### config.mk
export PLATFORM = sky130hd
export DESIGN_NAME = spindle_link_top
export DESIGN_NICKNAME = d
export VERILOG_FILES = /design/src/logic/link_timing_pkg.sv /design/src/logic/spindle_sample_pkg.sv /design/src/logic/sim_tick_gen.sv /design/src/logic/sample_assembler.sv /design/src/logic/waveform_store.sv /design/src/logic/spi_sample_sender.sv /design/src/logic/spi_rate_receiver.sv /design/src/logic/spindle_link_top.sv
export SDC_FILE = /design/constraint.sdc
export NUM_CORES = 2
export LEC_CHECK = 0
export ABC_CLOCK_PERIOD_IN_PS = 7400
export BUFFER_PORTS_ARGS = -buffer_cell sky130_fd_sc_hd__buf_2
export CAP_MARGIN = 20
export CORE_MARGIN = 1
export CORE_UTILIZATION = 50
export CTS_CLUSTER_SIZE = 30
export DETAILED_ROUTE_END_ITERATION = 10
export PLACE_DENSITY = 0.71
export SLEW_MARGIN = 15
export SYNTH_ARGS = -nofsm -noshare
export SYNTH_HDL_FRONTEND = slang
export SYNTH_SLANG_ARGS = --single-unit
### constraint.sdc
create_clock -name ep50trig -period 7.4 [get_ports ep50trig]
set_input_delay 1.48 -clock ep50trig [delete_from_list [all_inputs] [get_ports ep50trig]]
set_output_delay 1.48 -clock ep50trig [all_outputs]
set_load 0.005 [all_outputs]
### src/logic/link_timing_pkg.sv
package link_timing_pkg;

    //////////////////////////////////////////////////
    // simulation tick
    //////////////////////////////////////////////////

    // width of the host rate register
    localparam int RATE_W = 16;

    // rate after reset, half period minus one
    // 511 gives a 1024 cycle tick
    localparam logic [RATE_W-1:0] RATE_RESET = 16'd511;

    //////////////////////////////////////////////////
    // spi framing
    //////////////////////////////////////////////////

    // clock cycles per sck half period
    localparam int SPI_CLKDIV = 13;

    // width of the half period counter
    localparam int SPI_DIV_W = $clog2(SPI_CLKDIV);

    // one float per frame
    localparam int SPI_FRAME_BITS = 32;

    // bit counters hold 0..32
    localparam int BITCNT_W = 6;

endpackage

### src/logic/spindle_sample_pkg.sv
package spindle_sample_pkg;

    // host pipe word, 16 bits per write
    typedef logic [15:0] pipe_word_t;

    // ieee-754 single
    // muscle length out, afferent rate in
    typedef logic [31:0] sample_t;

    //////////////////////////////////////////////////
    // waveform store geometry
    //////////////////////////////////////////////////

    localparam int STORE_DEPTH = 64;
    localparam int STORE_AW = 6;

    // float 0.0
    localparam sample_t SAMPLE_ZERO = 32'h0000_0000;

endpackage

### src/logic/sim_tick_gen.sv
`timescale 1ns/1ps

module sim_tick_gen
    import link_timing_pkg::*;
(
    input  logic              ep50trig,
    input  logic              reset_global,
    input  logic              rate_load,
    input  logic [RATE_W-1:0] rate_data,
    output logic              sim_tick
);

    // host set half period, minus one
    logic [RATE_W-1:0] rate_q;

    // counts down from 2*(rate+1)-1
    logic [RATE_W:0] tick_cnt;

    always_ff @(posedge ep50trig or posedge reset_global)
    begin
        if (reset_global)
        begin
            rate_q   <= RATE_RESET;
            tick_cnt <= {RATE_RESET, 1'b1};
            sim_tick <= 1'b0;
        end
        else if (rate_load)
        begin
            // new rate restarts the period
            rate_q   <= rate_data;
            tick_cnt <= {rate_data, 1'b1};
            sim_tick <= 1'b0;
        end
        else if (tick_cnt == '0)
        begin
            tick_cnt <= {rate_q, 1'b1};
            sim_tick <= 1'b1;
        end
        else
        begin
            tick_cnt <= tick_cnt - 1'b1;
            sim_tick <= 1'b0;
        end
    end

endmodule

### src/logic/sample_assembler.sv
`timescale 1ns/1ps

module sample_assembler
    import spindle_sample_pkg::*;
(
    input  logic       ep50trig,
    input  logic       reset_global,
    input  logic       repop,
    input  logic       pipe_write,
    input  pipe_word_t pipe_data,
    output logic       sample_valid,
    output sample_t    sample_word
);

    // low half waits here for its partner
    pipe_word_t low_half;

    // set once the low half is held
    logic have_low;

    always_ff @(posedge ep50trig or posedge reset_global)
    begin
        if (reset_global)
        begin
            have_low     <= 1'b0;
            sample_valid <= 1'b0;
        end
        else if (repop)
        begin
            // new waveform starts on a low half
            have_low     <= 1'b0;
            sample_valid <= 1'b0;
        end
        else
        begin
            sample_valid <= pipe_write && have_low;
            if (pipe_write)
                have_low <= ~have_low;
        end
    end

    // payload path
    always_ff @(posedge ep50trig)
    begin
        if (pipe_write && !have_low)
            low_half <= pipe_data;
        if (pipe_write && have_low)
            sample_word <= {pipe_data, low_half};
    end

endmodule

### src/logic/waveform_store.sv
`timescale 1ns/1ps

module waveform_store
    import spindle_sample_pkg::*;
(
    input  logic    ep50trig,
    input  logic    reset_global,
    input  logic    repop,
    input  logic    sample_valid,
    input  sample_t sample_word,
    input  logic    sample_take,
    output sample_t current_sample,
    output logic    lce_valid
);

    sample_t mem [STORE_DEPTH];

    // fill count doubles as write pointer
    logic [STORE_AW:0]   fill_cnt;
    logic [STORE_AW-1:0] rd_ptr;
    logic [STORE_AW:0]   rd_next;
    logic                store_full;
    logic                wr_en;

    assign store_full = (fill_cnt == (STORE_AW + 1)'(STORE_DEPTH));
    // extra samples past full are dropped
    assign wr_en      = sample_valid && !store_full;
    assign rd_next    = {1'b0, rd_ptr} + 1'b1;
    assign lce_valid  = (fill_cnt != '0);

    //////////////////////////////////////////////////
    // pointers
    //////////////////////////////////////////////////

    always_ff @(posedge ep50trig or posedge reset_global)
    begin
        if (reset_global)
        begin
            fill_cnt <= '0;
            rd_ptr   <= '0;
        end
        else if (repop)
        begin
            fill_cnt <= '0;
            rd_ptr   <= '0;
        end
        else
        begin
            if (wr_en)
                fill_cnt <= fill_cnt + 1'b1;
            // loop back to the first sample
            if (sample_take)
                rd_ptr <= (rd_next >= fill_cnt) ? '0 : rd_next[STORE_AW-1:0];
        end
    end

    // memory and read register
    always_ff @(posedge ep50trig)
    begin
        if (wr_en)
            mem[fill_cnt[STORE_AW-1:0]] <= sample_word;
        current_sample <= mem[rd_ptr];
    end

    // a write never lands past the last slot
    a_no_write_full: assert property (@(posedge ep50trig) disable iff (reset_global)
        wr_en |-> (fill_cnt < (STORE_AW + 1)'(STORE_DEPTH)));

endmodule

### src/logic/spi_sample_sender.sv
`timescale 1ns/1ps

module spi_sample_sender
    import link_timing_pkg::*;
    import spindle_sample_pkg::*;
(
    input  logic    ep50trig,
    input  logic    reset_global,
    input  logic    sim_tick,
    input  logic    lce_valid,
    input  sample_t current_sample,
    output logic    sample_take,
    output logic    spi_sck,
    output logic    spi_mosi,
    output logic    spi_ssel
);

    sample_t              shift_q;
    logic                 busy;
    logic [SPI_DIV_W-1:0] div_cnt;
    logic [BITCNT_W-1:0]  bit_cnt;
    logic                 start;
    logic                 half_end;

    // ticks during a frame are ignored
    assign start    = sim_tick && !busy && lce_valid;
    assign half_end = busy && (div_cnt == SPI_DIV_W'(SPI_CLKDIV - 1));

    always_ff @(posedge ep50trig or posedge reset_global)
    begin
        if (reset_global)
        begin
            busy <= 1'b0; sample_take <= 1'b0;
            spi_ssel <= 1'b1; spi_sck <= 1'b0; spi_mosi <= 1'b0;
            div_cnt <= '0; bit_cnt <= '0;
        end
        else
        begin
            sample_take <= start;
            if (start)
            begin
                // msb goes out with ssel
                busy     <= 1'b1;
                spi_ssel <= 1'b0;
                spi_mosi <= current_sample[31];
                div_cnt  <= '0;
                bit_cnt  <= '0;
            end
            else if (busy && !half_end)
                div_cnt <= div_cnt + 1'b1;
            else if (half_end)
            begin
                div_cnt <= '0;
                if (spi_sck)
                begin
                    // falling edge, next bit
                    spi_sck  <= 1'b0;
                    spi_mosi <= shift_q[30];
                    bit_cnt  <= bit_cnt + 1'b1;
                end
                else if (bit_cnt != BITCNT_W'(SPI_FRAME_BITS))
                    spi_sck <= 1'b1;
                else
                begin
                    // one half period after the last fall
                    busy <= 1'b0; spi_ssel <= 1'b1; spi_mosi <= 1'b0;
                end
            end
        end
    end

    // frame payload
    always_ff @(posedge ep50trig)
    begin
        if (start)
            shift_q <= current_sample;
        else if (half_end && spi_sck)
            shift_q <= {shift_q[30:0], 1'b0};
    end

    a_ssel_busy: assert property (@(posedge ep50trig) disable iff (reset_global)
        !spi_ssel |-> busy);

endmodule

### src/logic/spi_rate_receiver.sv
`timescale 1ns/1ps

module spi_rate_receiver
    import link_timing_pkg::*;
    import spindle_sample_pkg::*;
(
    input  logic    ep50trig,
    input  logic    reset_global,
    input  logic    sim_tick,
    input  logic    rx_sck,
    input  logic    rx_mosi,
    input  logic    rx_ssel,
    output logic    rx_ready,
    output sample_t afferent_rate
);

    // two sync flops, third stage for edges
    logic [2:0]          sck_sync, ssel_sync;
    logic [1:0]          mosi_sync;
    logic [BITCNT_W-1:0] bit_cnt;
    logic                overrun;
    sample_t             shift_q, pending;
    logic                sck_rise, ssel_low, frame_ok;

    assign sck_rise = sck_sync[1] & ~sck_sync[2];
    assign ssel_low = ~ssel_sync[1];
    // ssel rising after exactly 32 bits
    assign frame_ok = ssel_sync[1] & ~ssel_sync[2] & !overrun &&
                      (bit_cnt == BITCNT_W'(SPI_FRAME_BITS));

    always_ff @(posedge ep50trig or posedge reset_global)
    begin
        if (reset_global)
        begin
            sck_sync <= '0; ssel_sync <= '1; mosi_sync <= '0;
            bit_cnt <= '0; overrun <= 1'b0;
            rx_ready <= 1'b0; afferent_rate <= SAMPLE_ZERO;
        end
        else
        begin
            sck_sync  <= {sck_sync[1:0], rx_sck};
            ssel_sync <= {ssel_sync[1:0], rx_ssel};
            mosi_sync <= {mosi_sync[0], rx_mosi};
            if (!ssel_low)
            begin
                bit_cnt <= '0;
                overrun <= 1'b0;
            end
            // long frames flagged, count saturates
            else if (sck_rise && bit_cnt == BITCNT_W'(SPI_FRAME_BITS))
                overrun <= 1'b1;
            else if (sck_rise)
                bit_cnt <= bit_cnt + 1'b1;
            // stays high once a rate has arrived
            if (frame_ok)
                rx_ready <= 1'b1;
            if (sim_tick && rx_ready)
                afferent_rate <= pending;
        end
    end

    always_ff @(posedge ep50trig)
    begin
        if (ssel_low && sck_rise)
            shift_q <= {shift_q[30:0], mosi_sync[1]};
        if (frame_ok)
            pending <= shift_q;
    end

    a_bit_cnt: assert property (@(posedge ep50trig) disable iff (reset_global)
        bit_cnt <= BITCNT_W'(SPI_FRAME_BITS));

endmodule

### src/logic/spindle_link_top.sv
`timescale 1ns/1ps

module spindle_link_top
    import link_timing_pkg::*;
    import spindle_sample_pkg::*;
(
    input  logic              ep50trig,
    input  logic              reset_global,
    input  logic              reset_sim,
    input  logic              rate_load,
    input  logic [RATE_W-1:0] rate_data,
    input  logic              pipe_write,
    input  pipe_word_t        pipe_data,
    input  logic              rx_sck,
    input  logic              rx_mosi,
    input  logic              rx_ssel,
    output logic              spi_sck,
    output logic              spi_mosi,
    output logic              spi_ssel,
    output sample_t           muscle_len,
    output logic              lce_valid,
    output logic              rx_ready,
    output sample_t           afferent_rate
);

    logic    sim_tick;
    logic    sample_valid;
    sample_t sample_word;
    logic    sample_take;

    //////////////////////////////////////////////////
    // tick, muscle length chain, afferent rate
    //////////////////////////////////////////////////

    sim_tick_gen tick0 (.ep50trig, .reset_global, .rate_load, .rate_data, .sim_tick);

    sample_assembler asm0 (.ep50trig, .reset_global, .repop(reset_sim), .pipe_write,
        .pipe_data, .sample_valid, .sample_word);

    waveform_store store0 (.ep50trig, .reset_global, .repop(reset_sim), .sample_valid,
        .sample_word, .sample_take, .current_sample(muscle_len), .lce_valid);

    spi_sample_sender tx0 (.ep50trig, .reset_global, .sim_tick, .lce_valid,
        .current_sample(muscle_len), .sample_take, .spi_sck, .spi_mosi, .spi_ssel);

    spi_rate_receiver rx0 (.ep50trig, .reset_global, .sim_tick, .rx_sck, .rx_mosi,
        .rx_ssel, .rx_ready, .afferent_rate);

endmodule

==> flow_summary.json <==
{
  "avgSynthCellArea_um2": 22.1,
  "die_height_um": 422,
  "ys_seq_area_share_pct": 78.5,
  "reg2reg_from": "store0.rd_ptr[2]",
  "drtPass1Iterations": 5,
  "crit_fanout": 8,
  "first_iter_violations": 5636,
  "drv_slew": 0,
  "dp.cells": 6356,
  "fin_tns_setup_ps": 0,
  "vdd_drop_max_mv": 0.182,
  "antenna_found_initial": 14,
  "initial_core_util_pct": 50.6,
  "use_met1_pct": 33.4,
  "worst_slew_pin_slew_ps": 1120,
  "ctsHtreeMaxLevel": 4,
  "end_kind": "primary output",
  "synth_fp_nets": 4048,
  "via_per_inst": 6.29,
  "ys_warn_count": 0,
  "ys_ff_latch": 2335,
  "required_ps": 5920,
  "drive_above_1_share_pct": 28.3,
  "grt_pass1_vias": 42600,
  "final_common_cell": "edfxtp_1",
  "hold_viol": 0,
  "hp-start": "rx0.sck_sync[0]",
  "cap_viol_max_count": 0,
  "grt_max_degree": 128,
  "cp_data_arrival_time_ps": 2450,
  "synth_edf_count": 2191,
  "instances_no_fill": 6779,
  "final_nets": 4314,
  "critPathSlowestCell": "dfrtp_1",
  "yosys_most_used_dff": "edfxtp_1",
  "gp_congestion": 0.808,
  "top_level_ports": 109,
  "path_buf_inv": 1,
  "power_density_nw_per_um2": 261,
  "clock-sinks": 2335,
  "hold_path.class": "flip-flop to flip-flop",
  "grt_util_met2_pct": 38.1,
  "cts_tree": "done",
  "slew_headroom_pct": 25.3,
  "core_um2": 175000,
  "final_util_pct": 57.2,
  "ctsHoldBuffers": 0,
  "cts_root_buffer": "clkbuf_16",
  "critical_path_class": "flip-flop to primary output",
  "cts_buffers": 219,
  "die_x_um": 422,
  "crit_family": "simple AND/OR/NAND/NOR gates",
  "io_buffers": 108,
  "status": "completed",
  "fin_skew_ps": 55.6,
  "cp_cell_sequence": "nor3_1 -> nand3_1 -> buf_2",
  "die_area_um2": 178000,
  "rsz0062_at_grt": "no",
  "routed-via-count": 42600,
  "cts_resized": 0,
  "track_usage_pct": 24.0,
  "grt_use_met3_pct": 4.90,
  "wl_per_cell_um": 31.6,
  "drt-total-wl_mm": 214,
  "dp.final_hpwl_mm": 114,
  "route.detailed.drc": 0,
  "clockBufferDepth": 3,
  "std_cell_rows": 153,
  "fmax_ghz": 0.255,
  "synthTopCellsByArea": "edfxtp_1, mux4_2, dfrtp_1",
  "cpPeakStageDelay_ps": 480,
  "post-route-min-period_ps": 3930,
  "cts.clk_slew.worst_paths_ps": 60,
  "period_share_pct": 53.0,
  "synthArstFlopShare_pct": 4.80,
  "setup.worst_path.start": "store0.fill_cnt[3]",
  "grt_remaining_overflow": 0,
  "syn_inst": 3990,
  "grt_most_used_layer": "met2",
  "syn2layout_area_growth_pct": 13.1,
  "syn_area_um2": 88300,
  "ant_nets": 0,
  "cp-start-kind": "flip-flop",
  "cts_setup_buffers": 0,
  "synth_top_area_share_pct": 74.5,
  "grt_pass1_wl_mm": 305,
  "p_leak_nw": 30.9,
  "yosys.area.top_type": "edfxtp_1",
  "clkLatencyLatePin_ps": 860,
  "layout_common_cells": "edfxtp_1, mux4_2, clkbuf_16, mux2i_1, buf_4",
  "setup_viol": 0,
  "yosysUniqueCellTypes": 56
}
==> metrics by stage <==
stage                     instance area, um^2  setup WS [ps]  hold slack [ps]  total power [W]
after floorplan                         88300           2340              331           0.0149
after global placement                  92500           3550              338           0.0151
after detailed placement                92500           3550              348           0.0151
after CTS                               99800           3470              334           0.0262
after global routing                    99800           3360              365           0.0267
final                                   99800           3470              344           0.0260
==> cell families after synthesis <==
family / count (synthesis) / share of synthesized area (%)
flops: 2335 / 78.5
compound gates: 326 / 2.46
simple gates: 292 / 1.56
buf+inv: 242 / 1.14
fa+ha+maj: 18 / 0.255
xor+xnor: 29 / 0.288
mux: 748 / 15.8
==> final cells by class <==
type                       count  area [um^2]
multi-input combinational   1413        18500
timing repair buffer         253         1770
clock inverter               114         1260
sequential                  2335        69300
fill                       12400        74800
inverter                      34          130
clock buffer                 302         5950
tap                         2325         2910
antenna                        3         7.51
==> synthesized netlist by cell type, types with 3 or more instances <==
cell type	n
mux4_2	512
o21ai_1	7
o211ai_1	4
and2_1	6
xnor2_1	19
o21ai_0	115
buf_1	23
dfrtp_1	89
mux2i_1	172
o221ai_1	33
or3b_2	3
o211a_1	17
nand2_1	71
xor2_1	10
ha_1	18
dfstp_2	23
a221oi_1	64
a21oi_1	57
mux2_2	64
dfxtp_1	32
buf_2	65
or2_2	3
edfxtp_1	2191
nor4_1	4
nor2_1	111
or3_1	6
nor3_1	26
nor2b_1	9
nand3_1	24
nand2b_1	6
nand4_1	6
a211oi_1	18
a21o_1	3
clkbuf_1	117
nand3b_1	3
inv_1	33
==> where the power goes <==
part | switching, W | total (W) | internal (W)
Sequential | 0.0000588 | 0.0145 | 0.0145
Combinational | 0.000240 | 0.000311 | 0.0000712
Clock | 0.00483 | 0.0112 | 0.00638
==> state kept, by name, indices dropped and copies added (netlist names), 17 cells and up <==
signal	count
rx0.shift_q	32
rx0.pending	32
asm0.sample_word	32
store0.current_sample	32
rx0.afferent_rate	32
tick0.tick_cnt	17
tx0.shift_q	31
store0.mem	2048
==> metal layers <==
metal	part of all wire, %	vias to the layer above
li1	-	17300
met1	39	22600
met2	48	2361
met3	9.6	385
met4	3.5	14
met5	0.044	-
==> path summary, 6_finish.rpt <==
check	slack [ps]	cells after the start	endpoint
max	3470	3	lce_valid
min	340	0	rx0.sck_sync[1]
min in group asynchronous	760	2	rx0.sck_sync[1]
max in group asynchronous	5300	3	store0.rd_ptr[1]
max reg2reg	3520	6	store0.current_sample[25]
min reg2reg	340	0	rx0.sck_sync[1]
Power figures use the tool's default switching activity.
